==> config.mk <==
export PLATFORM = sky130hd
export DESIGN_NAME = clint
export DESIGN_NICKNAME = d
export VERILOG_FILES = /design/src/logic/soc_pkg.sv /design/src/logic/clint.sv
export VERILOG_INCLUDE_DIRS = /design/src /design/src/logic
export SDC_FILE = /design/constraint.sdc
export NUM_CORES = 1
export LEC_CHECK = 0
export BUFFER_PORTS_ARGS = -buffer_cell sky130_fd_sc_hd__buf_2
export CORE_MARGIN = 3
export CORE_UTILIZATION = 45
export CTS_CLUSTER_SIZE = 8
export DETAILED_ROUTE_END_ITERATION = 8
export HOLD_SLACK_MARGIN = 0.12
export PLACE_DENSITY_LB_ADDON = 0.3
export SYNTH_ARGS = -nofsm -noshare
export SYNTH_HDL_FRONTEND = slang
export SYNTH_SLANG_ARGS = --single-unit
==> constraint.sdc <==
create_clock -name clk -period 6.2 [get_ports clk]
set_input_delay 0.31 -clock clk [delete_from_list [all_inputs] [get_ports clk]]
set_output_delay 0.31 -clock clk [all_outputs]
set_load 0.02 [all_outputs]
==> src/logic/soc_params.svh <==
`ifndef SOC_PARAMS_SVH
`define SOC_PARAMS_SVH

// ====================
// address map
// ====================
`define BRAM_BASE          (32'h0000_0000)
`define BRAM_WORDS         256

`define PRINT_BASE         (32'h1000_0000)
`define PRINT_SIZE         (32'h0000_1000)

`define CLINT_BASE         (32'h0200_0000)
`define CLINT_SIZE         (32'h0001_0000)

`define CLIC_BASE          (32'h0C00_0000)
`define CLIC_SIZE          (32'h0000_1000)

// ====================
// register offsets
// ====================
// 64-bit registers occupy two words, low word first
`define CLINT_MSIP_OFS     (32'h0000_0000)
`define CLINT_MTIMECMP_OFS (32'h0000_4000)
`define CLINT_MTIME_OFS    (32'h0000_BFF8)

`define CLIC_NUM_IRQ       8
`define CLIC_PENDING_OFS   (32'h0000_0000)
`define CLIC_ENABLE_OFS    (32'h0000_0004)
`define CLIC_CLAIM_OFS     (32'h0000_0008)

`endif
==> src/logic/soc_pkg.sv <==
package soc_pkg;

  // ====================
  // native memory port
  // ====================

  // request side, driven by the core
  // wstrb of zero means a read
  typedef struct packed {
    logic        valid;
    logic        instr;
    logic [31:0] addr;
    logic [31:0] wdata;
    logic [3:0]  wstrb;
  } mem_req_t;

  // response side, ready pulses for one cycle
  typedef struct packed {
    logic        ready;
    logic [31:0] rdata;
  } mem_rsp_t;

  // ====================
  // helpers
  // ====================

  // byte lanes of new_word replace old_word where strb is set
  function automatic logic [31:0] wstrb_merge(
    input logic [31:0] old_word,
    input logic [31:0] new_word,
    input logic [3:0]  strb
  );
    logic [31:0] result;
    result = old_word;
    for (int b = 0; b < 4; b++) begin
      if (strb[b]) begin
        result[8*b +: 8] = new_word[8*b +: 8];
      end
    end
    return result;
  endfunction

endpackage

==> src/logic/clint.sv <==
`include "soc_params.svh"

module clint (
  input  logic             clk,
  input  logic             arst_n,
  input  soc_pkg::mem_req_t req,
  output soc_pkg::mem_rsp_t rsp,
  output logic             msip,
  output logic             mtip,
  output logic [63:0]      mtime
);

  logic        access;
  logic        wr;
  logic [31:0] word_addr;
  logic        hit_msip;
  logic        hit_cmp_lo;
  logic        hit_cmp_hi;
  logic        hit_time_lo;
  logic        hit_time_hi;
  logic [31:0] msip_word;
  logic        ready_q;
  logic [31:0] rdata_q;
  logic        msip_q;
  logic [63:0] mtimecmp_q;
  logic [63:0] mtime_q;

  assign access    = req.valid && !ready_q;
  assign wr        = access && (req.wstrb != 4'b0000);
  assign word_addr = {req.addr[31:2], 2'b00};

  assign hit_msip    = word_addr == `CLINT_MSIP_OFS;
  assign hit_cmp_lo  = word_addr == `CLINT_MTIMECMP_OFS;
  assign hit_cmp_hi  = word_addr == `CLINT_MTIMECMP_OFS + 32'd4;
  assign hit_time_lo = word_addr == `CLINT_MTIME_OFS;
  assign hit_time_hi = word_addr == `CLINT_MTIME_OFS + 32'd4;

  assign msip_word = soc_pkg::wstrb_merge({31'b0, msip_q}, req.wdata, req.wstrb);

  // ====================
  // registers
  // ====================
  always_ff @(posedge clk or negedge arst_n) begin
    if (!arst_n) begin
      ready_q    <= 1'b0;
      msip_q     <= 1'b0;
      mtimecmp_q <= '1;
      mtime_q    <= '0;
    end else begin
      ready_q <= access;
      if (wr && hit_msip) begin
        msip_q <= msip_word[0];
      end
      if (wr && hit_cmp_lo) begin
        mtimecmp_q[31:0] <= soc_pkg::wstrb_merge(mtimecmp_q[31:0], req.wdata, req.wstrb);
      end
      if (wr && hit_cmp_hi) begin
        mtimecmp_q[63:32] <= soc_pkg::wstrb_merge(mtimecmp_q[63:32], req.wdata, req.wstrb);
      end
      // counter holds in the cycle it is written
      if (wr && hit_time_lo) begin
        mtime_q[31:0] <= soc_pkg::wstrb_merge(mtime_q[31:0], req.wdata, req.wstrb);
      end else if (wr && hit_time_hi) begin
        mtime_q[63:32] <= soc_pkg::wstrb_merge(mtime_q[63:32], req.wdata, req.wstrb);
      end else begin
        mtime_q <= mtime_q + 64'd1;
      end
    end
  end

  always_ff @(posedge clk) begin
    if (access) begin
      if (hit_msip) begin
        rdata_q <= {31'b0, msip_q};
      end else if (hit_cmp_lo) begin
        rdata_q <= mtimecmp_q[31:0];
      end else if (hit_cmp_hi) begin
        rdata_q <= mtimecmp_q[63:32];
      end else if (hit_time_lo) begin
        rdata_q <= mtime_q[31:0];
      end else if (hit_time_hi) begin
        rdata_q <= mtime_q[63:32];
      end else begin
        rdata_q <= '0;
      end
    end
  end

  assign msip  = msip_q;
  assign mtip  = mtime_q >= mtimecmp_q;
  assign mtime = mtime_q;

  assign rsp.ready = ready_q;
  assign rsp.rdata = rdata_q;

  a_ready_pulse: assert property (@(posedge clk) disable iff (!arst_n)
    ready_q |=> !ready_q);

endmodule

-- Word level (Yosys, flattened, before mapping)
Index checks and enable logic that the tools add are counted.
- bits in registers: 162
- input bits: 72
- word-level logic and storage cells: 75
- $add $sub $neg: 1
- magnitude comparators: 1
- equality and inequality tests: 13
- mux-type cells: 12
- bitwise operators: 1
- reduce and logical (&&, ||, !) cells: 27
- operator list (cell ; number):
    $mux 32 ; 7
    $add 64x1->64 const B ; 1
    $ge 64x64->1 ; 1
    $eq 30x13->1 const B ; 2
    $eq 30x14->1 const B ; 2
    $reduce_and 2->1 ; 17
    $logic_not 32->1 ; 1
    $mux 8 ; 4
    $ne 2x2->1 const B ; 9
    $logic_and 1x1->1 ; 7
    $reduce_bool 4->1 ; 1
    $logic_not 1->1 ; 1
    $mux 1 ; 1
    $not 1->1 ; 1

-- Logic depth before layout (Yosys ltp)
- word-level depth: 6
- mapped depth: 10

-- Least setup slack after synthesis
No wires, ideal clock.
- path type: flip-flop to flip-flop
- from: register ready_q
- to: register mtime_q[0] (netlist: mtime[0])
- setup time: 0.136 ns
- data arrival time: 3.673 ns
- required time: 6.064 ns
- path slack: 2.391 ns
- cell stages (with the launch flop): 9
- clock period less this slack: 3.809 ns
- cells stage by stage: dfrtp_1 nor2b_1 o41ai_4 or3_1 buf_6 buf_6 or3_1 o21ai_1 a31oi_1
- word-level cells in the longest chain between the ends: 6
- ends and longest elaborated chain (element ; RTL line ; source):
    start, declared ; clint.sv:22 ; logic ready_q;
    start signal, assigned ; clint.sv:50 ; ready_q <= access;
    $logic_not 1->1 (*) ; clint.sv:28 ; assign access = req.valid && !ready_q;
    $logic_and 1x1->1 (*) ; clint.sv:28 ;
    via access ; clint.sv:13 ; logic access;
    $logic_and 1x1->1 (*) ; clint.sv:29 ; assign wr = access && (req.wstrb != 4'b0000);
    $logic_and 1x1->1 (on tied branches) ; clint.sv:61, clint.sv:63 ;
    $ne 2x2->1 (no line) ; n/a ;
    $reduce_and 2->1 (no line) ; n/a ;
    end signal, assigned ; clint.sv:62 ; mtime_q[31:0] <= soc_pkg::wstrb_merge(mtime_q[31:0], req.wdata, req.wstrb);
    end signal, assigned ; clint.sv:66 ; mtime_q <= mtime_q + 64'd1;
    end, declared ; clint.sv:26 ; logic [63:0] mtime_q;
Mark *: on every way through the listed nets, which the timed path passes. The rest lies on a longest branch.
A chain may end at the register's enable or synchronous reset.

-- Final worst setup path
- from: register mtimecmp_q[61]
- to: output mtip
- word-level cells in the longest chain between the ends: 1
- ends and longest elaborated chain (element ; RTL line ; source):
    start, declared ; clint.sv:25 ; logic [63:0] mtimecmp_q;
    start signal, assigned ; clint.sv:58 ; mtimecmp_q[63:32] <= soc_pkg::wstrb_merge(mtimecmp_q[63:32], req.wdata, req.wstrb);
    $ge 64x64->1 ; clint.sv:90 ; assign mtip = mtime_q >= mtimecmp_q;
    end, declared ; clint.sv:9 ; output logic mtip,
No other way between the ends.

==> results.py <==
metrics = {
    "clocking": {
        "root_buffer": "clkbuf_16",
        "clkTransAtPathRegs_ns": 0.07,
        "cts_max_level": 4,
        "clock_latency_ns": 0.44,
        "hold_buffers": 3,
        "cts_setup_buffers": 0,
        "cts_tree": "done",
        "clock_sinks": 162,
        "cts_buffers": 17,
        "cts_resized": 0,
        "cts_buffer_depth": 2,
    },
    "power": {
        "max-vdd-ir-drop_uv": 180,
        "power.internal_mw": 1.80,
        "p_sw_mw": 0.534,
        "pwr-share-clk_pct": 47.9,
        "power_mw": 2.33,
        "pwr-share-comb_pct": 4.9,
        "leakage_nw": 5.26,
        "p_sw_share_pct": 22.9,
        "power.share.sequential_pct": 47.2,
        "powerDensity_nw_per_um2": 197,
    },
    "drt": {
        "drcViolationCount": 0,
        "drtPass1Iterations": 5,
        "drt-total-wl_um": 30400,
        "final_antenna_net_count": 0,
        "drtIter0Drc": 713,
        "routedWlPerCell_um": 20.7,
        "vias": 8941,
        "viasPerCell": 6.09,
    },
    "critical_path": {
        "crit_buf_inv": 2,
        "crit_chain": "inv_1 -> ha_1 -> nand4_1 -> nor4_1 -> nand3_1 -> nor3_1 -> nand2_1 -> o211ai_1 -> buf_2",
        "slowest_delay_ns": 0.69,
        "ff2ff_setup_slack_ns": 2.85,
        "r2r-end": "mtime[54]",
        "crit_fanout": 3,
        "r2r-start": "ready_q",
        "arrival_ns": 3.39,
        "crit_type": "reg -> out",
        "endpoint_kind": "primary output",
        "critPathTopFamily": "simple AND/OR/NAND/NOR gates",
        "required_ns": 5.89,
        "startpoint_type": "register",
        "slowest_stage": "nor4_1",
        "worstRegToRegCells": 8,
    },
    "die": {
        "fp.dieH_um": 156,
        "fp.dieW_um": 156,
        "dieArea_sq_um": 24500,
        "initial_core_util_pct": 46.2,
        "rows": 54,
        "core_sq_um": 22000,
        "io_pins": 171,
    },
    "sta": {
        "fin_skew_ns": 0.00773,
        "tns_ns": 0,
        "clock.fmax_mhz": 271,
        "post-route-period-util_pct": 59.6,
        "maxSlewHeadroom_pct": 29.0,
        "min_period_ns": 3.70,
        "worstMarginPinSlew_ns": 1.06,
        "slew_violations": 0,
        "rsz0062_at_grt": "no",
        "hold_viol_final": 0,
        "setup_violations": 0,
    },
    "global_route": {
        "overflow": 0,
        "grt_max_degree": 75,
        "grt_pass1_wl_um": 47700,
        "grt_pass1_vias": 8530,
        "antenna_found_initial": 1,
        "track_usage_pct": 24.8,
    },
    "logic_synthesis": {
        "synthDistinctLibCells": 83,
        "synth_fp_nets": 1160,
        "ys.warnings.count": 0,
        "synthFlopType": "dfrtp_1",
        "ys_ff_latch": 162,
        "netlist_area_sq_um": 10200,
        "avgSynthCellArea_sq_um": 9.95,
        "synth_area_leader_cell": "dfstp_2",
        "yosys.area.top_type_share_pct": 16.5,
        "synthCells": 1023,
        "yosysSeqAreaShare_pct": 42.2,
        "synth_area_leaders": "dfstp_2 (17%), dfrtp_1 (16%), edfxtp_1 (9.4%)",
        "synthTopCellsByCount": "nor2_1 (102), nand2_1 (79), inv_1 (73)",
        "async_flop_share_pct": 80.2,
        "synth_edf_count": 32,
        "yosysMostFrequentCell": "nor2_1",
    },
    "placement": {
        "place_hpwl_um": 21200,
        "port_buffers": 167,
        "place_inst": 1431,
        "gp_congestion": 0.863,
    },
    "layout": {
        "nFillCells": 1999,
        "fin_cells": 1467,
        "synthToLayoutAreaGrowth_pct": 16.2,
        "drive_above_1_share_pct": 29.3,
        "nets": 1310,
    },
    "worst_hold_path": {
        "whs_path_depth": 3,
        "hp-class": "in -> reg",
        "worstHoldStart": "req[10]",
        "hold_end": "mtimecmp_q[38]",
    },
    "run_status": {
        "status": "completed",
    },
    "flow_run": {
        "maxCapViolations": 0,
    },
}
-- cell type report --
| type | count | area (sq um) | share of cell area [%] |
|---|---|---|---|
| clock buffer | 23 | 478 | 4.04 |
| timing repair buffer | 178 | 928 | 7.85 |
| clock inverter | 9 | 129 | 1.09 |
| tap | 280 | 350 | 2.96 |
| inverter | 73 | 274 | 2.32 |
| multi-input combinational | 741 | 5380 | 45.4 |
| sequential | 162 | 4290 | 36.3 |
| antenna | 1 | 2.50 | 0.0211 |
-- cells in the final DEF, fill, tap and decap left out, types with 36 or more instances in the layout --
| cell type | count |
|---|---|
| a221o_1 | 36 |
| buf_2 | 166 |
| mux2_2 | 44 |
| dfstp_2 | 64 |
| nor2_1 | 102 |
| ha_1 | 65 |
| dfrtp_1 | 66 |
| a21oi_1 | 41 |
| inv_1 | 73 |
| nand2_1 | 79 |
| o21ai_0 | 39 |
-- stage by stage --
stage | setup slack (ns) | utilization, % | cell area (sq um) | hold WS [ns]
after floorplan | 2.39 | - | 10200 | 0.0144
after global routing | 2.44 | 53.7 | 11800 | 0.134
after global placement | 2.67 | 50.8 | 11200 | 0.434
final | 2.50 | 53.7 | 11800 | 0.126
after detailed placement | 2.69 | 50.8 | 11200 | 0.439
after CTS | 2.57 | 53.7 | 11800 | 0.120
-- how the worst max path moves through the flow --
stage / startpoint / to / slack [ns] / cells past startpoint
global placement: req[62] / mtime[52] / 2.67 / 7
finish: mtimecmp_q[61] / mtip / 2.50 / 9
detailed placement: req[62] / mtime[54] / 2.69 / 8
global route: mtimecmp_q[62] / mtip / 2.44 / 9
CTS: mtimecmp_q[22] / mtip / 2.57 / 9
floorplan: ready_q / mtime[0] / 2.39 / 8
-- registers in the layout, summed over array words and instances (netlist names) --
register,flops
mtime,64
ready_q,1
rdata_q,32
mtimecmp_q,64
msip,1
-- kinds of logic (layout without fill, tap and decap cells) --
logic type	after synthesis	after routing	share of synthesized area, %
compound gates	237	237	17.5
fa+ha+maj	65	65	7.99
buf+inv	120	283	5.16
flops	162	162	42.2
mux	84	84	8.87
other cells	0	1	0
simple gates	355	355	18.3
-- power by group through the flow --
stage / sequential, mW / combinational, mW / clock, mW
global placement: 1.12 / 0.113 / 0
detailed placement: 1.12 / 0.114 / 0
finish: 1.10 / 0.115 / 1.12
floorplan: 1.13 / 0.0288 / 0
CTS: 1.10 / 0.116 / 1.13
global route: 1.10 / 0.125 / 1.17
-- per-layer routing --
metal / routed length (um) / GRT usage [%] / up-vias
li1: - / - / 4161
met2: 14100 / 38.9 / 353
met1: 13700 / 35.5 / 4387
met5: 0 / 0 / -
met3: 2000 / 3.90 / 40
met4: 551 / 7.46 / 0
-- tightest hold or removal path: stages --
cell and delay, ns:
buf_2 0.13, nand2_1 0.05, o21ai_0 0.06
Power figures use the tool's default switching activity.
