--- config.mk ---
export PLATFORM = sky130hd
export DESIGN_NAME = print
export DESIGN_NICKNAME = d
export VERILOG_FILES = /design/src/logic/soc_params.svh /design/src/logic/soc_pkg.sv /design/src/logic/print.sv
export SDC_FILE = /design/constraint.sdc
export NUM_CORES = 1
export LEC_CHECK = 0
export BUFFER_PORTS_ARGS = -buffer_cell sky130_fd_sc_hd__buf_2
export CAP_MARGIN = 20
export CORE_MARGIN = 2
export CORE_UTILIZATION = 35
export DETAILED_ROUTE_END_ITERATION = 12
export PLACE_DENSITY_LB_ADDON = 0.1
export RECOVER_POWER = 25
export SLEW_MARGIN = 20
export SYNTH_ARGS = -nofsm -noshare
export SYNTH_HDL_FRONTEND = slang
export SYNTH_SLANG_ARGS = --single-unit
--- constraint.sdc ---
create_clock -name clk -period 7.95 [get_ports clk]
set_input_delay 0.3975 -clock clk [delete_from_list [all_inputs] [get_ports clk]]
set_output_delay 0.3975 -clock clk [all_outputs]
set_load 0.05 [all_outputs]
--- src/logic/soc_params.svh ---
`ifndef SOC_PARAMS_SVH
`define SOC_PARAMS_SVH

// ====================
// address map
// ====================
`define BRAM_BASE          (32'h0000_0000)
`define BRAM_WORDS         256

`define PRINT_BASE         (32'h1000_0000)
`define PRINT_SIZE         (32'h0000_1000)

`define CLINT_BASE         (32'h0200_0000)
`define CLINT_SIZE         (32'h0001_0000)

`define CLIC_BASE          (32'h0C00_0000)
`define CLIC_SIZE          (32'h0000_1000)

// ====================
// register offsets
// ====================
// 64-bit registers occupy two words, low word first
`define CLINT_MSIP_OFS     (32'h0000_0000)
`define CLINT_MTIMECMP_OFS (32'h0000_4000)
`define CLINT_MTIME_OFS    (32'h0000_BFF8)

`define CLIC_NUM_IRQ       8
`define CLIC_PENDING_OFS   (32'h0000_0000)
`define CLIC_ENABLE_OFS    (32'h0000_0004)
`define CLIC_CLAIM_OFS     (32'h0000_0008)

`endif
--- src/logic/soc_pkg.sv ---
package soc_pkg;

  // ====================
  // native memory port
  // ====================

  // request side, driven by the core
  // wstrb of zero means a read
  typedef struct packed {
    logic        valid;
    logic        instr;
    logic [31:0] addr;
    logic [31:0] wdata;
    logic [3:0]  wstrb;
  } mem_req_t;

  // response side, ready pulses for one cycle
  typedef struct packed {
    logic        ready;
    logic [31:0] rdata;
  } mem_rsp_t;

  // ====================
  // helpers
  // ====================

  // byte lanes of new_word replace old_word where strb is set
  function automatic logic [31:0] wstrb_merge(
    input logic [31:0] old_word,
    input logic [31:0] new_word,
    input logic [3:0]  strb
  );
    logic [31:0] result;
    result = old_word;
    for (int b = 0; b < 4; b++) begin
      if (strb[b]) begin
        result[8*b +: 8] = new_word[8*b +: 8];
      end
    end
    return result;
  endfunction

endpackage

--- src/logic/print.sv ---
module print (
  input  logic             clk,
  input  logic             arst_n,
  input  soc_pkg::mem_req_t req,
  output soc_pkg::mem_rsp_t rsp,
  output logic             tx_valid,
  output logic [7:0]       tx_data
);

  logic        access;
  logic        at_zero;
  logic        ready_q;
  logic [31:0] rdata_q;
  logic [31:0] count;

  assign access  = req.valid && !ready_q;
  assign at_zero = req.addr[31:2] == 30'd0;

  always_ff @(posedge clk or negedge arst_n) begin
    if (!arst_n) begin
      ready_q  <= 1'b0;
      tx_valid <= 1'b0;
      count    <= '0;
    end else begin
      ready_q  <= access;
      tx_valid <= access && at_zero && (req.wstrb != 4'b0000);
      if (access && at_zero && (req.wstrb != 4'b0000)) begin
        count <= count + 32'd1;
      end
    end
  end

  // character byte and read data
  always_ff @(posedge clk) begin
    if (access) begin
      tx_data <= req.wdata[7:0];
      rdata_q <= at_zero ? count : 32'd0;
    end
  end

  assign rsp.ready = ready_q;
  assign rsp.rdata = rdata_q;

endmodule

# ---- Yosys cells after proc, flatten, opt, wreduce, memory -nomap -nowiden
# Cells that the tools add are included.
dict set report op_classes {
  addsub 1
  reduce_logical 6
}
# operator count
set ops {}
lappend ops {{adder 32 x 1 -> 32 bit, second input constant} 1}
lappend ops {{logical NOT 30 bit} 1}
lappend ops {{nonzero test 4 bit} 1}
lappend ops {{logical AND 1 bit} 3}
lappend ops {{logical NOT 1 bit} 1}
dict set report word_totals {
  register_bits 74
  output_inout_bits 42
}

# ---- Depth between registers and ports, before layout
# Gate-level depths: netlist of the first run.
dict set report depth {
  ltp_word 4
  mapped_depth 7
}

# ---- Least setup slack after synthesis of the first run
# No wires, ideal clock.
dict set report synth_timing {
  kind {input -> register}
  startpoint {input port req[69] in the netlist's numbering}
  endpoint {register count[26]}
  setup_ns 0.123
  t_arrival_ns 3.418
  path_slack_ns 4.410
  path_stages 6
  cell_sequence {nor2b_1 > nor4bb_1 > and3_1 > clkbuf_1 > nand4_1 > xnor2_1}
}
dict set report synth_between {
  elab_chain_cells 3
}
# item line_no
set synth_rtl {}
lappend synth_rtl {{from (decl)} print.sv:4} ;# input soc_pkg::mem_req_t req,
lappend synth_rtl {{logical AND 1 bit} print.sv:16} ;# assign access = req.valid && !ready_q;
lappend synth_rtl {{logical AND 1 bit (2 in a row)} print.sv:27} ;# if (access && at_zero && (req.wstrb != 4'b0000)) begin
lappend synth_rtl {{to (signal assigned)} print.sv:28} ;# count <= count + 32'd1;
lappend synth_rtl {{to (decl)} print.sv:14} ;# logic [31:0] count;
# Every way passes these cells.
# A chain may end at the register's enable or synchronous reset.

# ---- Worst setup path in the final report of the first run
dict set report layout_timing {
  startpoint {register ready_q}
  endpoint {register count[26]}
}
dict set report layout_between {
  elab_chain_cells 4
}
# item line_no
set layout_rtl {}
lappend layout_rtl {{from (decl)} print.sv:12} ;# logic ready_q;
lappend layout_rtl {{from (signal assigned)} print.sv:25} ;# ready_q <= access;
lappend layout_rtl {{logical NOT 1 bit} print.sv:16}
lappend layout_rtl {{logical AND 1 bit} print.sv:16}
lappend layout_rtl {{via access} print.sv:10} ;# logic access;
lappend layout_rtl {{logical AND 1 bit (2 in a row)} print.sv:27}
# The timed path passes the listed nets, and every way through them passes these cells.

==> summary.md, run 1 <==
| Metric | Value |
|---|---|
| Syn Nets | ~290 |
| Crit. Startpoint | ready_q |
| Comb pwr share | 8.4% |
| Post-Syn Instances | 215 |
| Synthesis Warnings | 0 |
| Drt first pass iters | 5 |
| Vias | approximately 2000 |
| Post-Synthesis Cell Area | 3030 um2 |
| Max clock buf depth | 2 |
| RSZ-0062 raised after global routing | no |
| Critical path peak fanout | 21 |
| IO Pins | 114 |
| MaxCap Viol Count | 2 |
| CP required | slightly above 8 ns |
| Post-DP HPWL | about 3900 um |
| Worst skew pair latency | 0.35 ns |
| Reg clk slew, reported paths | around 0.080 ns |
| Final ANT Viol Nets | 0 |
| Drt initial violations | 32 |
| Fin cells | ~420 |
| Drt wl/cell | approximately 14 um |
| Max transition margin | -26.7% |
| Final wirelength | ~5700 um |
| Total core area | 8300 um2 |
| Clock Sinks | 74 |
| Crit path time final | between 3 and 4 ns |
| Startpoint class of the critical path | flip-flop |
| Family with the most delay on the worst path | simple AND/OR/NAND/NOR gates |
| DR vias/cell | between 4 and 5 |
| Predominant post-synthesis flop cell | edfxtp_1 |
| Worst-Margin Slew | between 1.5 and 2 ns |
| Die Height | between 90 and 100 um |
| Data arrival, critical path | roughly 3.3 ns |
| CTS Buf Count | 9 |
| FMAX | 0.330 GHz |
| Leakage | ~0.0016 uW |
| Num rows | 33 |
| Placed Cells | ~400 |
| Count leader, synth | edfxtp_1 |
| Dpl cell area | approximately 3600 um2 |
| Clock network fraction of design power | approximately 37% |
| Crit Reg-Reg Startpoint | ready_q |
| ANT cells | 0 |
| Post_cts resized | 0 |
| Routing usage on met1 | approximately 17% |
| First-pass GRT wire length | between 9000 and 10000 um |
| CP Class | flip-flop to flip-flop |
| CP Buf/Inv Count | 0 |
| VDD IR max | between 0.06 and 0.07 mV |
| Clk_skew | between 0.01 and 0.015 ns |
| FF+latch count, synth | between 70 and 80 |
| DRC violations left | 0 |
| Final Hold Fails | 0 |
| Hold_sp | req[10] |
| IO Port Bufs | 86 |
| Top cells by count, synth | edfxtp_1, and2_1, dfrtp_1, xnor2_1, nand4_1 |
| Largest net degree at the start of global routing | 35 |
| CTS Root Cell | clkbuf_8 |
| Final slew viol count | between 50 and 60 |
| Cell internal pwr | roughly 570 uW |
| Layout area overhead | 24.1% |
| Post-CTS setup buffer count | 0 |
| Worst min path class | input pin to flip-flop |
| Seq/Total Area, Yosys | 67.8% |
| Vias in the first global route | just under 2000 |
| Setup TNS | 0 ns |
| Synth async-reset ratio | a little under half |
| Synth top area share | between 30% and 40% |
| Sw frac | about 25% |
| Pwr/cell area | between 200 and 250 nW/um2 |
| Synth top area cells | edfxtp_1, dfrtp_1, xnor2_1 |
| Die W | 97.0 um |
| Hold_buf cts | 0 |
| Worst Setup End Kind | flip-flop |
| Gp weighted congestion | between 0.7 and 0.8 |
| Design area | 3760 um2 |
| Status | finished with violations |
| CTS tree | built |
| Share of power burned in registers | between 50% and 60% |
| Sw power | roughly 190 uW |
| H-tree level count | 3 |
| GRT busiest layer | met2 |
| Total congestion overflow | 0 |
| Met2 GRT Util | roughly a fifth |
| Number of synthesized flops with an enable pin | 40 |
| Final Cycle Share | about two fifths |
| Share of layout cells above drive strength 1 | 33.0% |
| Yosys top cell by area | edfxtp_1 |
| Synth cell types | 25 |
| Failing checks | max-capacitance violations, max-slew violations |
| Max stage delay on crit path | 1.26 ns |
| Initial core utilization | 36.5% |
| Total GRT Usage | 12.9% |
| Power Total | approximately 770 uW |
| Slowest CP cell | nor2b_1 |
| Finish-stage setup viols | 0 |
| Die ar. | between 9000 and 10000 um2 |
| Crit-path cells | nor2b_1, nor4bb_1, and3_1, nand4_1, xnor2_1 |
| Syn avg cell area | ~14 um2 |
| Initial antenna violation count | 0 |
| Nets | 380 |
| Met3 global-route usage | 4.12% |
-- placed cells by master, fill, tap and decap left out, types with 2 or more instances in the layout --
cell type and n:
nand2_1 4, nand4_1 19, nor2b_1 2, buf_4 2
edfxtp_1 40, clkinv_4 2, and3_1 6, clkbuf_1 5
clkinv_2 3, nor4_1 8, xnor2_1 29, xor2_1 2
nand3_1 13, buf_2 81, and2_1 36, clkbuf_8 9
and4_1 2, nor2_1 3, dfrtp_1 34
-- layer usage --
metal	part of all wire, %	wire [um]
met5	0	0
met4	1.5	85
met3	6.5	371
met2	44	2520
met1	48	2720
-- per-stage QoR --
step	util, %	hold slack (ns)	setup slack [ns]
finish	45.3	0.223	4.92
global route	45.3	0.199	4.54
CTS	45.5	0.157	5.67
detailed placement	43.1	0.463	5.45
global placement	43.1	0.458	5.47
floorplan	-	0.102	4.41
-- power groups by stage --
| stage | clock network, uW | registers, uW | logic [uW] |
|---|---|---|---|
| after floorplan | 0 | 459 | 7.25 |
| after global placement | 0 | 425 | 65.7 |
| after detailed placement | 0 | 425 | 66.4 |
| after CTS | 293 | 417 | 66.4 |
| after global routing | 310 | 418 | 68.4 |
| final | 287 | 417 | 64.4 |
-- worst reg2reg max path: cells and delay by family (launching register included) --
family                    cells  cell delay (ns)
and+or+nand+nor               4             2.35
DFF                           1             0.40
xor gates and xnor gates      1             0.18
-- layout make-up --
class	count	area, um2
well taps	105	131
clock buffers	9	124
inverters	1	3.75
repair buffers	88	439
multi-input cells	133	938
flip-flops and latches	74	2050
fillers	785	4540
clock inverters	7	70.1
-- final timing paths --
| kind | endpoint | slack, ns | cells past startpoint |
|---|---|---|---|
| worst max-delay path | count[26] | 4.92 | 5 |
| worst min-delay path | tx_data[6] | 0.22 | 1 |
| worst max register to register | count[26] | 4.92 | 5 |
| worst min register to register | count[31] | 0.47 | 1 |
| max in group asynchronous | count[10] | 6.28 | 1 |
| min in group asynchronous | count[0] | 0.57 | 1 |
-- flip-flops by register name (all words and copies together) (netlist names) --
signal and flops:
count 32, rdata_q 32, ready_q 1, tx_data 8, tx_valid 1
-- kinds of logic after synthesis --
family / synth area share [%]
and+or+nand+nor: 21.2
DFF: 67.8
muxes: 0.372
buffers and inverters: 1.24
adders and majority gates: 0.413
xor gates and xnor gates: 8.97
Note: power is estimated with default switching activity, not from simulation.
==> run 2, diff against run 1 <==
==> constraint.sdc (replaced) <==
create_clock -name clk -period 2.9 [get_ports clk]
set_input_delay 0.145 -clock clk [delete_from_list [all_inputs] [get_ports clk]]
set_output_delay 0.145 -clock clk [all_outputs]
set_load 0.05 [all_outputs]
==> run 2 against run 1 <==
  * The flow still finishes with violations (max-capacitance violations, max-slew violations)
  * Via count grew 2.0%
  * Sequential share of layout area shrank 1.2 points
  * Non-clock buffer count grew 12
  * Fmax grew 41%
  * Setup slack lost 4.2 ns
  * Highest routed layer unchanged
==> summary.md, run 2 (same netlist as run 1, synthesis figures left out) <==
| Metric | Value |
|---|---|
| Crit path time final | approximately 2.2 ns |
| Critical path peak fanout | 9 |
| Clock network fraction of design power | between 30% and 40% |
| Drt initial violations | approximately 50 |
| Post-DP HPWL | about 3900 um |
| Num rows | 33 |
| Final worst slack | 0.750 ns |
| Max stage delay on crit path | 0.56 ns |
| Initial core utilization | ~36% |
| Comb pwr share | a little under a tenth |
| Slowest CP cell | or4_4 |
| Worst-Margin Slew | between 1.5 and 2 ns |
| Leakage | ~0.0016 uW |
| Layout area overhead | 26.9% |
| Cell internal pwr | between 1000 and 1500 uW |
| Drt first pass iters | 4 |
| Sw frac | 25.4% |
| Final ANT Viol Nets | 0 |
| Max transition margin | -27.4% |
| Vias in the first global route | 2035 |
| Sequential cell area | 2050 um2 |
| Crit-path cells | nand4_1, or4_4, nor4_4, nand4_1, xnor2_1 |
| Status | finished with violations |
| Clk_skew | ~0.008 ns |
| IO Pins | 114 |
| Max clock buf depth | 2 |
| First-pass GRT wire length | 9510 um |
| CTS Buf Count | 9 |
| Final Cycle Share | around 74% |
| Worst Setup End Kind | flip-flop |
| Share of layout cells above drive strength 1 | between 30% and 40% |
| IO Port Bufs | 86 |
| Vias | ~2000 |
| CP Class | flip-flop to flip-flop |
| Family with the most delay on the worst path | simple AND/OR/NAND/NOR gates |
| CP Buf/Inv Count | 0 |
| CTS tree | built |
| Clock Sinks | 74 |
| FMAX | ~0.47 GHz |
| ANT cells | 0 |
| Setup TNS | 0 ns |
| Share of power burned in registers | between 50 and 60% |
| Total core area | just over 8000 um2 |
| Worst min path class | input pin to flip-flop |
| Final wirelength | 5630 um |
| Initial antenna violation count | 0 |
| Final slew viol count | 35 |
| Commonest non-fill, non-tap cells in the layout | buf_2, edfxtp_1, and2_1 |
| Data arrival, critical path | 2.37 ns |
| Commonest non-fill, non-tap cell in the layout | buf_2 |
| Post-CTS setup buffer count | 0 |
| Total congestion overflow | 0 |
| VDD IR max | between 0.2 and 0.25 mV |
| MaxCap Viol Count | 1 |
| Worst skew pair latency | 0.34 ns |
| Pwr/cell area | between 500 and 600 nW/um2 |
| Nets | between 300 and 400 |
| Finish-stage setup viols | 0 |
| CTS Root Cell | clkbuf_8 |
| Reg clk slew, reported paths | around 0.07 ns |
| Final Hold Fails | 0 |
| Die Height | approximately 97 um |
| Die W | between 90 and 100 um |
| Largest net degree at the start of global routing | 35 |
| Design area | approximately 3800 um2 |
| Biggest regs | count: 32 flops, rdata_q: 32 flops, tx_data: 8 flops |
| Crit path top cell by count | nand4_1 |
| Sw power | 505 uW |
| Failing checks | max-capacitance violations, max-slew violations |
| Dpl cell area | 3600 um2 |
| Area of the multi-input gates | about 950 um2 |
| Layout fillers | 788 |
| DR vias/cell | approximately 4.7 |
| Startpoint class of the critical path | flip-flop |
| Die ar. | 9410 um2 |
| CP required | about 3.1 ns |
| Gp weighted congestion | a little over 0.7 |
| Min Hold Slack | 0.282 ns |
| Post_cts resized | 0 |
| H-tree level count | 3 |
| Drt wl/cell | ~13 um |
| Setup Slack @ Placement | 0.667 ns |
| RSZ-0062 raised after global routing | no |
| Total GRT Usage | roughly an eighth |
| DRC violations left | 0 |
## run 2: cell types whose count changed in the layout (fill, tap and decap cells not counted), sizes merged
cell	previous run	this run
buf	83	85
bufinv	1	0
clkbuf	14	15
clkinvlp	1	2
dlygate4sd3	0	9
## run 2: power groups by stage
| stage | logic, uW | clock network [uW] | registers, uW |
|---|---|---|---|
| after floorplan | 20.1 | 0 | 1260 |
| after global placement | 181 | 0 | 1160 |
| after detailed placement | 183 | 0 | 1170 |
| after CTS | 192 | 692 | 1140 |
| after global routing | 199 | 730 | 1150 |
| final | 187 | 660 | 1140 |
## run 2: final cells by class
class                           instances  share of cell area [%]
Clock inverter                          7                   0.944
Inverter                                1                  0.0977
Multi-Input combinational cell        133                    24.6
Timing Repair Buffer                  100                    14.3
Sequential cell                        74                    53.4
Tap cell                              105                    3.42
Clock buffer                            9                    3.22
## run 2: tightest hold or removal path, cell delays in order
cell and delay [ns]:
buf_2 0.11, nor2b_4 0.12, nor4b_4 0.17
## run 2: what timing repair did
item                                    CTS  global route
hold buffers                              9             0
endpoints found under the hold margin    42             0
endpoints found under the setup margin    0             0
## run 2: path summary, 6_finish.rpt
path / slack [ns] / cells past startpoint / endpoint / from
setup / recovery: 0.75 / 5 / count[25] / count[8]
hold / removal: 0.28 / 3 / tx_valid / req[69]
setup reg to reg: 0.75 / 5 / count[25] / count[8]
hold reg to reg: 0.47 / 1 / count[31] / count[31]
max in group asynchronous: 0.93 / 2 / count[5] / arst_n
min in group asynchronous: 0.87 / 2 / count[26] / arst_n
## run 2: metal layers
layer / global-route usage (%) / vias to the layer above / share of wire (%)
li1: - / 987 / -
met3: 3.03 / 8 / 5.9
met1: 16.5 / 959 / 46
met4: 6.61 / 0 / 1.9
met2: 19.8 / 61 / 47
met5: 0 / - / 0
## run 2: per-stage QoR
step / instances / utilization, % / total power (uW)
detailed placement: 404 / 43.4 / 1350
global route: 429 / 46.3 / 2070
CTS: 429 / 46.4 / 2030
floorplan: 215 / - / 1280
finish: 429 / 46.3 / 1990
global placement: 404 / 43.4 / 1350
