`config.mk`:
```
export PLATFORM = sky130hd
export DESIGN_NAME = mem_decoder
export DESIGN_NICKNAME = d
export VERILOG_FILES = /design/src/logic/soc_pkg.sv /design/src/logic/mem_decoder.sv
export VERILOG_INCLUDE_DIRS = /design/src /design/src/logic
export SDC_FILE = /design/constraint.sdc
export NUM_CORES = 1
export LEC_CHECK = 0
export BUFFER_PORTS_ARGS = -buffer_cell sky130_fd_sc_hd__buf_4
export CELL_PAD_IN_SITES_DETAIL_PLACEMENT = 1
export CELL_PAD_IN_SITES_GLOBAL_PLACEMENT = 1
export CORE_AREA = 2 2 199 201
export CTS_CLUSTER_SIZE = 8
export DETAILED_ROUTE_END_ITERATION = 10
export DIE_AREA = 0 0 201 203
export GPL_ROUTABILITY_DRIVEN = 0
export PLACE_DENSITY_LB_ADDON = 0.05
export SYNTH_ARGS = -nofsm -noshare
export SYNTH_HDL_FRONTEND = slang
export SYNTH_SLANG_ARGS = --single-unit
```
`constraint.sdc`:
```
create_clock -name clk -period 2.52 [get_ports clk]
set_input_delay 0.126 -clock clk [delete_from_list [all_inputs] [get_ports clk]]
set_output_delay 0.126 -clock clk [all_outputs]
set_load 0.02 [all_outputs]
```
`src/logic/soc_params.svh`:
```
`ifndef SOC_PARAMS_SVH
`define SOC_PARAMS_SVH

// ====================
// address map
// ====================
`define BRAM_BASE          (32'h0000_0000)
`define BRAM_WORDS         256

`define PRINT_BASE         (32'h1000_0000)
`define PRINT_SIZE         (32'h0000_1000)

`define CLINT_BASE         (32'h0200_0000)
`define CLINT_SIZE         (32'h0001_0000)

`define CLIC_BASE          (32'h0C00_0000)
`define CLIC_SIZE          (32'h0000_1000)

// ====================
// register offsets
// ====================
// 64-bit registers occupy two words, low word first
`define CLINT_MSIP_OFS     (32'h0000_0000)
`define CLINT_MTIMECMP_OFS (32'h0000_4000)
`define CLINT_MTIME_OFS    (32'h0000_BFF8)

`define CLIC_NUM_IRQ       8
`define CLIC_PENDING_OFS   (32'h0000_0000)
`define CLIC_ENABLE_OFS    (32'h0000_0004)
`define CLIC_CLAIM_OFS     (32'h0000_0008)

`endif
```
`src/logic/soc_pkg.sv`:
```
package soc_pkg;

  // ====================
  // native memory port
  // ====================

  // request side, driven by the core
  // wstrb of zero means a read
  typedef struct packed {
    logic        valid;
    logic        instr;
    logic [31:0] addr;
    logic [31:0] wdata;
    logic [3:0]  wstrb;
  } mem_req_t;

  // response side, ready pulses for one cycle
  typedef struct packed {
    logic        ready;
    logic [31:0] rdata;
  } mem_rsp_t;

  // ====================
  // helpers
  // ====================

  // byte lanes of new_word replace old_word where strb is set
  function automatic logic [31:0] wstrb_merge(
    input logic [31:0] old_word,
    input logic [31:0] new_word,
    input logic [3:0]  strb
  );
    logic [31:0] result;
    result = old_word;
    for (int b = 0; b < 4; b++) begin
      if (strb[b]) begin
        result[8*b +: 8] = new_word[8*b +: 8];
      end
    end
    return result;
  endfunction

endpackage

```
`src/logic/mem_decoder.sv`:
```
`include "soc_params.svh"

module mem_decoder (
  input  logic             clk,
  input  logic             arst_n,
  input  soc_pkg::mem_req_t req,
  output soc_pkg::mem_rsp_t rsp,
  output soc_pkg::mem_req_t bram_req,
  output soc_pkg::mem_req_t print_req,
  output soc_pkg::mem_req_t clint_req,
  output soc_pkg::mem_req_t clic_req,
  input  soc_pkg::mem_rsp_t bram_rsp,
  input  soc_pkg::mem_rsp_t print_rsp,
  input  soc_pkg::mem_rsp_t clint_rsp,
  input  soc_pkg::mem_rsp_t clic_rsp
);

  logic              sel_bram;
  logic              sel_print;
  logic              sel_clint;
  logic              sel_clic;
  logic [31:0]       base;
  soc_pkg::mem_req_t fwd;
  logic              unmapped_ready;

  // wraps below base, so one compare covers both bounds
  function automatic logic in_range(input logic [31:0] addr, input logic [31:0] lo,
                                    input logic [31:0] size);
    return (addr - lo) < size;
  endfunction

  // ====================
  // target select
  // ====================
  always_comb begin
    sel_bram  = 1'b0;
    sel_print = 1'b0;
    sel_clint = 1'b0;
    sel_clic  = 1'b0;
    base      = '0;
    if (in_range(req.addr, `CLINT_BASE, `CLINT_SIZE)) begin
      sel_clint = 1'b1;
      base      = `CLINT_BASE;
    end else if (in_range(req.addr, `CLIC_BASE, `CLIC_SIZE)) begin
      sel_clic = 1'b1;
      base     = `CLIC_BASE;
    end else if (in_range(req.addr, `PRINT_BASE, `PRINT_SIZE)) begin
      sel_print = 1'b1;
      base      = `PRINT_BASE;
    end else if (in_range(req.addr, `BRAM_BASE, 32'(`BRAM_WORDS * 4))) begin
      sel_bram = 1'b1;
      base     = `BRAM_BASE;
    end
  end

  always_comb begin
    fwd       = req;
    fwd.addr  = req.addr - base;
    fwd.valid = 1'b0;

    bram_req        = fwd;
    bram_req.valid  = req.valid & sel_bram;
    print_req       = fwd;
    print_req.valid = req.valid & sel_print;
    clint_req       = fwd;
    clint_req.valid = req.valid & sel_clint;
    clic_req        = fwd;
    clic_req.valid  = req.valid & sel_clic;
  end

  // no target hit, answer with zero data
  always_ff @(posedge clk or negedge arst_n) begin
    if (!arst_n) begin
      unmapped_ready <= 1'b0;
    end else begin
      unmapped_ready <= req.valid && !(sel_bram | sel_print | sel_clint | sel_clic) &&
                        !unmapped_ready;
    end
  end

  // ====================
  // response mux
  // ====================
  always_comb begin
    rsp = '0;
    if (bram_rsp.ready) begin
      rsp = bram_rsp;
    end else if (print_rsp.ready) begin
      rsp = print_rsp;
    end else if (clint_rsp.ready) begin
      rsp = clint_rsp;
    end else if (clic_rsp.ready) begin
      rsp = clic_rsp;
    end else if (unmapped_ready) begin
      rsp.ready = 1'b1;
    end
  end

  a_one_target: assert property (@(posedge clk) disable iff (!arst_n)
    $onehot0({bram_req.valid, print_req.valid, clint_req.valid, clic_req.valid}));

  a_one_ready: assert property (@(posedge clk) disable iff (!arst_n)
    $onehot0({bram_rsp.ready, print_rsp.ready, clint_rsp.ready, clic_rsp.ready,
              unmapped_ready}));

  // requester holds the request until it sees ready
  a_req_stable: assert property (@(posedge clk) disable iff (!arst_n)
    req.valid && !rsp.ready |=> req.valid && $stable(req));

endmodule

```
## After elaboration in Yosys (flattened, before gate mapping)

Index checks and enable logic that the tools add are counted.

| word-level totals | value |
|---|---|
| logic and storage cells | 39 |
| bits in registers | 1 |
| input bits | 204 |
| output and inout port bits | 313 |

| cells by class | value |
|---|---|
| bitwise logic cells | 7 |
| $add $sub $neg | 4 |
| reductions and logical operators | 4 |
| magnitude comparators | 4 |
| mux-type cells | 19 |

Operator list:

| cell | count |
|---|---|
| $mux W33 | 3 |
| $mux W29 | 3 |
| $lt A32 B13 Y1 const B | 2 |
| $lt A32 B11 Y1 const B | 1 |
| $lt A32 B17 Y1 const B | 1 |
| $mux W32 | 1 |
| $sub A32 B26 Y32 const B | 1 |
| $sub A32 B28 Y32 const B | 1 |
| $sub A32 B29 Y32 const B | 1 |
| $sub A32 B32 Y32 | 1 |
| $mux W1 | 12 |
| $and A1 B1 Y1 | 4 |
| $or A1 B1 Y1 | 3 |
| $logic_and A1 B1 Y1 | 2 |
| $logic_not A1 Y1 | 2 |

## Logic depth before layout (Yosys ltp)

Gate-level depths: netlist of the first run.

| logic depth | value |
|---|---|
| depth in word-level cells | 11 |
| mapped depth | 12 |
| gate-level depth less buffers | 11 |

## Least setup slack after synthesis of the first run

Ideal clock, no wire load.

| path | value |
|---|---|
| path kind | input -> output |
| start | input port req[58] (netlist name) |
| end | output port clic_req[67] (netlist name) |
| stages on the path | 9 |
| arrival | 2,418 ps |
| required time | 2,394 ps |
| path buffers | 1 |
| setup slack | -24 ps |
| cells stage by stage | nor4_1 -> and4_4 -> nand4_1 -> ha_1 -> nor2b_1 -> o21ai_1 -> nor4b_2 -> xor2_1 -> buf_4 |

RTL lines:

| item | line | source |
|---|---|---|
| start: declaration | mem_decoder.sv:6 | `input soc_pkg::mem_req_t req,` |
| end: declaration | mem_decoder.sv:11 | `output soc_pkg::mem_req_t clic_req,` |

==> flow_metrics.py, run 1 <==
metrics = {
    "synth": {
        "syn_area_per_cell_um2": 7.07,
        "ys_ff_latch": 1,
        "synthArstFlopShare_pct": 100,
        "ys_warn_count": 0,
        "ys_types": 35,
        "yosys.area.top_type": "buf_4",
        "synth_fp_nets": 690,
        "synthesis.instances": 480,
        "synth_edf_count": 0,
        "synth_top_area_share_pct": 59.5,
        "synth_ff_type": "dfrtp_1",
        "synth_seq_area_share_pct": 0.737,
        "synth_area_um2": 3390,
        "synthTopCellsByArea": "buf_4, a221oi_1, o31ai_1, nor2b_1, nand2_1",
    },
    "cells_and_area": {
        "area_growth_pct": 33.5,
        "design_area_um2": 4530,
        "nNetsFinal": 725,
        "n_fill_cell": 4663,
        "fin_cells": 1033,
        "largest-register": "unmapped_ready",
        "largest_reg_flops": 1,
        "final_core_util_pct": 11.8,
        "drive_gt1_share_pct": 67.1,
        "top_regs": "unmapped_ready x1",
    },
    "placement": {
        "dp_cells": 1026,
        "portBuffers": 281,
        "hpwl_um": 14700,
        "place_area_um2": 4330,
    },
    "timing": {
        "hold_slack_ns": 0.252,
        "rsz0062_at_grt": "true",
        "tightestPinTransition_ns": 0.708,
        "slew_headroom_pct": 52.8,
        "fin_skew_ns": 0,
        "period_share_pct": 103,
        "drv_slew": 0,
        "period_needed_ns": 2.61,
        "fin_ws_ns": -0.0865,
        "tns_ns": -0.568,
        "report.final.setup_viol": 8,
        "finalHoldViolations": 0,
        "fmax_mhz": 384,
    },
    "critical_path": {
        "crit_required_ns": 2.39,
        "worstSetupPathType": "in2out",
        "cp-end-kind": "output pin",
        "crit_arrival_ns": 2.48,
        "crit_path_start_kind": "primary input",
        "crit_path_max_fanout": 4,
    },
    "drt": {
        "routedWlPerCell_um": 16.8,
        "vias": 3048,
        "wl_um": 17300,
        "drt_iter0_drc": 102,
        "drc": 0,
        "first_pass_iters": 4,
        "routed_via_density": 2.95,
        "drt.antenna.violating_nets": 0,
    },
    "pwr": {
        "power_frac_clock_pct": 0,
        "swShare_pct": 49.4,
        "p_leak_nw": 2.05,
        "power_density_nw_per_um2": 201,
        "power_frac_seq_pct": 2.0,
        "internal-power_w": 0.000460,
        "combinationalPowerShare_pct": 98.0,
        "ir_drop_v": 0.0000402,
        "p_sw_w": 0.000449,
    },
    "floorplan": {
        "io_pins": 517,
        "start_util_pct": 8.82,
        "num_rows": 72,
        "core_area_um2": 38500,
        "die_h_um": 203,
        "die_area_um2": 40800,
        "die_w_um": 201,
    },
    "status": {
        "status": "finished, violations left",
        "violations": "negative setup slack",
    },
    "job": {
        "maxCapViolCount": 0,
    },
    "cts": {
        "worstSkewPairLatency_ns": 0,
    },
    "grt": {
        "grt_pass1_vias": 3356,
        "antenna_found_initial": 2,
        "grt_use_total_pct": 7.74,
        "grt_max_degree": 66,
        "grt-ovfl-total": 0,
        "grt_pass1_wl_um": 24000,
    },
    "worst_hold_path": {
        "hold_class": "in2out",
    },
}
-- cells by family (layout without fill, tap and decap cells) --
kind of cell | after synthesis | after routing | share of synthesized area (%)
fa+ha+maj | 6 | 6 | 2.43
xor+xnor | 5 | 5 | 1.29
buf+inv | 296 | 329 | 62.7
other cells | 0 | 2 | 0
simple gates | 100 | 100 | 16.2
flops | 1 | 1 | 0.737
compound gates | 72 | 72 | 16.7
-- synthesized netlist by cell type (all sizes together) (2+ instances only) --
cell type  instances
nor3               3
nand3              3
o31ai             31
nor2               7
nor4               5
o21ai              4
clkbuf            15
nand2             37
inv                6
buf              275
a21oi              4
nand4              2
ha                 5
nor2b             35
xnor2              4
a221oi            31
-- per-stage QoR --
step | power [W] | setup slack, ns
after detailed placement | 0.000895 | -0.275
final | 0.000909 | -0.0865
after CTS | 0.000920 | -0.149
after floorplan | 0.000905 | 0.00349
after global placement | 0.000899 | -0.277
after global routing | 0.000978 | -0.208
-- critical path, cell delays in order --
cell and delay, ns:
buf_4 0.12, nor4_2 0.25, buf_4 0.14, and4_4 0.23
nand4_1 0.17, ha_1 0.33, nor2b_4 0.13, o21ai_2 0.12
or4b_1 0.44, o211ai_1 0.20, buf_4 0.22
-- routing by layer --
layer / global-route usage (%) / wire length (µm) / part of all wire [%]
met1: 7.72 / 5750 / 33
met2: 15.9 / 9920 / 57
met3: 1.56 / 1190 / 6.9
met4: 2.20 / 479 / 2.8
met5: 0 / 0 / 0
-- final timing paths --
check / from / endpoint / slack [ns] / cells past startpoint
worst max-delay path: req[50] / bram_req[66] / -0.09 / 11
worst min-delay path: req[23] / print_req[23] / 0.25 / 0
worst max register to register: unmapped_ready / unmapped_ready / 1.66 / 1
worst min register to register: unmapped_ready / unmapped_ready / 0.49 / 1
max in group asynchronous: arst_n / unmapped_ready / 1.98 / 2
min in group asynchronous: arst_n / unmapped_ready / 0.46 / 2
-- what timing repair did --
item | 4_1_cts | 5_1_grt
gates resized for setup | 22 | 12
endpoints found under the hold margin | 1 | 0
setup endpoints to repair | 12 | 16
hold buffers | 1 | 0
setup buffers | 4 | 0
cloned | 0 | 0
pin swaps | 11 | 6
-- final cells by class --
type / count / area [µm²] / share of cell area [%]
timing repair buffer: 323 / 2480 / 54.7
multi-input combinational: 183 / 1350 / 29.9
tap: 518 / 648 / 14.3
sequential: 1 / 25.0 / 0.552
inverter: 6 / 22.5 / 0.497
antenna: 2 / 5.00 / 0.110
-- power groups by stage --
stage / clock (W) / combinational [W] / sequential, W
after floorplan: 0 / 0.000887 / 0.0000181
after global placement: 0 / 0.000880 / 0.0000188
final: 0.00000000111 / 0.000891 / 0.0000186
after global routing: 0.0000000000531 / 0.000959 / 0.0000188
after CTS: 0 / 0.000901 / 0.0000189
after detailed placement: 0 / 0.000876 / 0.0000189
-- cells in the final DEF (no fill, tap or decap), drive strengths merged, types with 5 or more instances in the layout --
cell and n:
nand2 37, nor2 7, buf 322, nor4 5, a221oi 31, nor2b 35, inv 6, ha 5
o31ai 31
No activity file was read; power rests on OpenSTA's default activity.
==> inputs of run 2 (changes only) <==
Settings changed: CELL_PAD_IN_SITES_DETAIL_PLACEMENT 1 to unset, CELL_PAD_IN_SITES_GLOBAL_PLACEMENT 1 to unset, CORE_AREA 2 2 199 201 to 2 2 201 203, DIE_AREA 0 0 201 203 to 0 0 203 205.
==> flow_metrics.py, run 2 (synthesis results as in run 1) <==
metrics = {
    "timing": {
        "slew_headroom_pct": 51.0,
        "rsz0062_at_grt": "true",
        "fin_skew_ns": 0,
        "report.final.setup_viol": 8,
        "finalHoldViolations": 0,
        "drv_slew": 0,
        "period_share_pct": 102,
        "tightestPinTransition_ns": 0.735,
        "period_needed_ns": 2.58,
        "fin_ws_ns": -0.0564,
        "hold_slack_ns": 0.252,
        "tns_ns": -0.350,
        "fmax_mhz": 388,
    },
    "floorplan": {
        "core_area_um2": 39400,
        "num_rows": 73,
        "die_area_um2": 41600,
        "die_h_um": 205,
        "io_pins": 517,
        "start_util_pct": 8.62,
        "die_w_um": 203,
    },
    "grt": {
        "grt_max_degree": 66,
        "grt_pass1_vias": 2999,
        "grt_use_total_pct": 6.72,
        "grt-ovfl-total": 0,
        "grt_pass1_wl_um": 21100,
        "antenna_found_initial": 0,
    },
    "critical_path": {
        "cp-end-kind": "output pin",
        "crit_arrival_ns": 2.45,
        "crit_path_start_kind": "primary input",
        "worstSetupPathType": "in2out",
        "crit_path_max_fanout": 4,
        "crit_required_ns": 2.39,
    },
    "cells_and_area": {
        "top_regs": "unmapped_ready x1",
        "nNetsFinal": 726,
        "largest-register": "unmapped_ready",
        "drive_gt1_share_pct": 67.3,
        "design_area_um2": 4590,
        "largest_reg_flops": 1,
        "final_common_cell": "buf_4",
        "n_antenna_cell": 0,
        "final_cell_mix": "buf_4, nand2_1, nor2b_1, a221oi_1, o31ai_1",
        "area_growth_pct": 35.2,
    },
    "status": {
        "status": "finished, violations left",
        "violations": "negative setup slack",
    },
    "pwr": {
        "power_density_nw_per_um2": 198,
        "ir_drop_v": 0.0000540,
        "power_w": 0.000909,
        "p_leak_nw": 2.06,
    },
    "cts": {
        "worstSkewPairLatency_ns": 0,
    },
    "placement": {
        "place_area_um2": 4340,
        "pre_cts_ws_ns": -0.360,
        "portBuffers": 281,
        "hpwl_um": 13500,
    },
    "drt": {
        "wl_um": 16000,
        "drc": 0,
        "routed_via_density": 2.90,
        "vias": 3012,
        "routedWlPerCell_um": 15.4,
        "first_pass_iters": 4,
        "drt_iter0_drc": 100,
        "drt.antenna.violating_nets": 0,
    },
    "worst_hold_path": {
        "hold_class": "in2out",
    },
    "job": {
        "maxCapViolCount": 0,
    },
}
==> run 2: timing repair <==
item                                    in CTS  in global routing
endpoints found under the setup margin      16                 16
gates resized for setup                     13                 29
buffers inserted                             1                  4
hold buffers                                 1                  0
hold endpoints to repair                     1                  0
pin swaps                                    7                 13
==> run 2: critical path, cell delays in order <==
cell and delay, ns:
buf_8 0.10, nor4_4 0.27, buf_4 0.15, and4_4 0.23, nand4_1 0.15, ha_1 0.32
nor2b_4 0.13, o21ai_2 0.11, or4b_1 0.44, o211ai_1 0.20, buf_4 0.22
==> run 2: power breakdown <==
group | leakage [nW] | total (W) | internal (W) | switching, W
Sequential | 0.0125 | 0.0000187 | 0.0000174 | 0.00000122
Combinational | 2.05 | 0.000890 | 0.000447 | 0.000443
Clock | 0 | 0 | 0 | 0
Total | 2.06 | 0.000909 | 0.000465 | 0.000444
==> run 2: worst paths after layout <==
path | slack (ns) | to | cells after the start | startpoint
worst max-delay path | -0.06 | clint_req[66] | 11 | req[50]
worst min-delay path | 0.25 | bram_req[21] | 0 | req[21]
worst max register to register | 1.72 | unmapped_ready | 1 | unmapped_ready
worst min register to register | 0.48 | unmapped_ready | 1 | unmapped_ready
max in group asynchronous | 1.96 | unmapped_ready | 2 | arst_n
min in group asynchronous | 0.47 | unmapped_ready | 2 | arst_n
==> run 2: final cells by class <==
type | count | area [µm²]
Tap cell | 525 | 657
Inverter | 6 | 25.0
Timing Repair Buffer | 324 | 2490
Multi-Input combinational cell | 183 | 1390
Sequential cell | 1 | 25.0
Fill cell | 4580 | 34800
==> run 2: through the flow <==
step / util (%) / std cells
6_report: 11.7 / 1039
5_1_grt: 11.7 / 1039
4_1_cts: 11.3 / 1035
3_5_place_dp: 11.0 / 1033
3_3_place_gp: 11.0 / 1033
2_1_floorplan: - / 480
==> run 2: layer usage <==
metal | up-vias | track usage, % | share of wire [%]
li1 | 1415 | - | -
met1 | 1388 | 6.85 | 34
met2 | 182 | 13.6 | 56
met3 | 27 | 1.92 | 9.2
met4 | 0 | 0.965 | 1.1
met5 | - | 0 | 0
==> inputs of run 3 (changes only) <==
Settings changed: CELL_PAD_IN_SITES_DETAIL_PLACEMENT set to 1, CELL_PAD_IN_SITES_GLOBAL_PLACEMENT set to 2, CORE_AREA 2 2 201 203 to 2 2 198 200, DIE_AREA 0 0 203 205 to 0 0 200 202.
==> flow_metrics.py, run 3 (synthesis results as in run 1) <==
metrics = {
    "pwr": {
        "p_leak_nw": 2.03,
        "ir_drop_v": 0.0000428,
        "power_density_nw_per_um2": 201,
        "power_w": 0.000903,
    },
    "critical_path": {
        "crit_buf_inv": 4,
        "worstSetupPathType": "in2out",
        "path_cells": "buf_4 -> nor4_4 -> buf_4 -> nand3_1 -> nor2_2 -> ha_1 -> fa_2 -> nor2b_1 -> o21ai_1 -> nor4b_4 -> buf_4 -> xor2_4 -> buf_6",
        "crit_path_max_fanout": 4,
        "critPathMostFrequentCell": "buf_4",
        "cp-end-kind": "output pin",
        "crit_path_start_kind": "primary input",
        "r2r-start": "unmapped_ready",
        "crit_slowest_cell": "nor4_4",
        "crit_arrival_ns": 2.52,
        "slowest_delay_ns": 0.24,
        "crit_start": "req[59]",
        "crit_family": "simple AND/OR/NAND/NOR gates",
        "crit_required_ns": 2.39,
    },
    "timing": {
        "finalHoldViolations": 0,
        "rsz0062_at_grt": "true",
        "fmax_mhz": 378,
        "slew_headroom_pct": 49.1,
        "fin_skew_ns": 0,
        "tns_ns": -0.758,
        "drv_slew": 0,
        "period_needed_ns": 2.64,
        "tightestPinTransition_ns": 0.764,
        "fin_ws_ns": -0.123,
        "period_share_pct": 105,
        "report.final.setup_viol": 8,
    },
    "worst_hold_path": {
        "hp-start": "req[34]",
        "hold_class": "in2out",
    },
    "floorplan": {
        "io_pins": 517,
        "num_rows": 72,
        "die_w_um": 200,
        "die_area_um2": 40400,
        "start_util_pct": 8.87,
        "core_area_um2": 38300,
        "die_h_um": 202,
    },
    "grt": {
        "antenna_found_initial": 1,
        "grt_max_degree": 66,
        "grt_pass1_wl_um": 23900,
        "grt_use_total_pct": 8.08,
        "grt-ovfl-total": 0,
        "grt_pass1_vias": 3107,
    },
    "drt": {
        "routed_via_density": 2.96,
        "vias": 3057,
        "drt_iter0_drc": 52,
        "drc": 0,
        "routedWlPerCell_um": 17.6,
        "wl_um": 18100,
        "first_pass_iters": 4,
        "drt.antenna.violating_nets": 0,
    },
    "placement": {
        "place_area_um2": 4370,
        "hpwl_um": 15500,
        "dp_cells": 1030,
        "portBuffers": 281,
    },
    "cells_and_area": {
        "final_cell_mix": "buf_4, nand2_1, nor2b_1, a221oi_1, o31ai_1",
        "area_growth_pct": 32.5,
        "nNetsFinal": 726,
        "final_common_cell": "buf_4",
        "largest-register": "unmapped_ready",
        "largest_reg_flops": 1,
        "n_antenna_cell": 0,
        "fin_cells": 1032,
        "design_area_um2": 4500,
        "top_regs": "unmapped_ready x1",
        "drive_gt1_share_pct": 65.8,
        "n_fill_cell": 4623,
    },
    "cts": {
        "worstSkewPairLatency_ns": 0,
    },
    "job": {
        "maxCapViolCount": 0,
    },
    "status": {
        "status": "finished, violations left",
        "violations": "negative setup slack",
    },
}
==> run 3: cell counts in the layout (fill, tap and decap cells not counted) <==
No cell type changed its count.
==> run 3: worst paths after layout <==
kind	to	slack [ns]	depth (start not counted)
hold / removal	print_req[34]	0.25	0
min in group asynchronous	unmapped_ready	0.46	2
setup / recovery	bram_req[67]	-0.12	13
max in group asynchronous	unmapped_ready	1.97	2
setup reg to reg	unmapped_ready	1.74	1
hold reg to reg	unmapped_ready	0.48	1
==> run 3: per-stage QoR <==
step,utilization [%],hold WS [ns],setup WS [ns]
after detailed placement,11.4,-0.0971,-0.292
after global placement,11.4,-0.0969,-0.310
after CTS,11.7,0.252,-0.151
final,11.8,0.252,-0.123
after floorplan,-,-0.170,0.00349
after global routing,11.8,0.252,-0.275
==> run 3: layout make-up <==
| class | instances | area, µm² | share of cell area, % |
|---|---|---|---|
| inverters | 6 | 22.5 | 0.501 |
| well taps | 518 | 648 | 14.4 |
| repair buffers | 324 | 2480 | 55.0 |
| multi-input cells | 183 | 1330 | 29.5 |
| flip-flops and latches | 1 | 25.0 | 0.556 |
==> run 3: per-layer routing <==
metal  vias to the layer above  routed length (µm)  track usage, %  part of all wire [%]
met5                         -                   0               0                     0
met1                      1418                5670            7.46                    31
met3                        57                1800            2.54                   9.9
met4                         0                 422            1.85                   2.3
met2                       164               10200            16.7                    56
li1                       1418                   -               -                     -
==> run 3: where the power goes <==
part           total (W)  switching (W)  internal [W]
sequential     0.0000186     0.00000117     0.0000175
combinational   0.000884       0.000448      0.000436
clock                  0              0             0
total           0.000903       0.000449      0.000454
==> run 3: what timing repair did <==
item                                    CTS  global route
endpoints found under the hold margin     1             0
pin swaps                                10             0
buffers inserted                          1             0
endpoints found under the setup margin   16            16
hold buffers                              1             0
gates resized for setup                  22             2
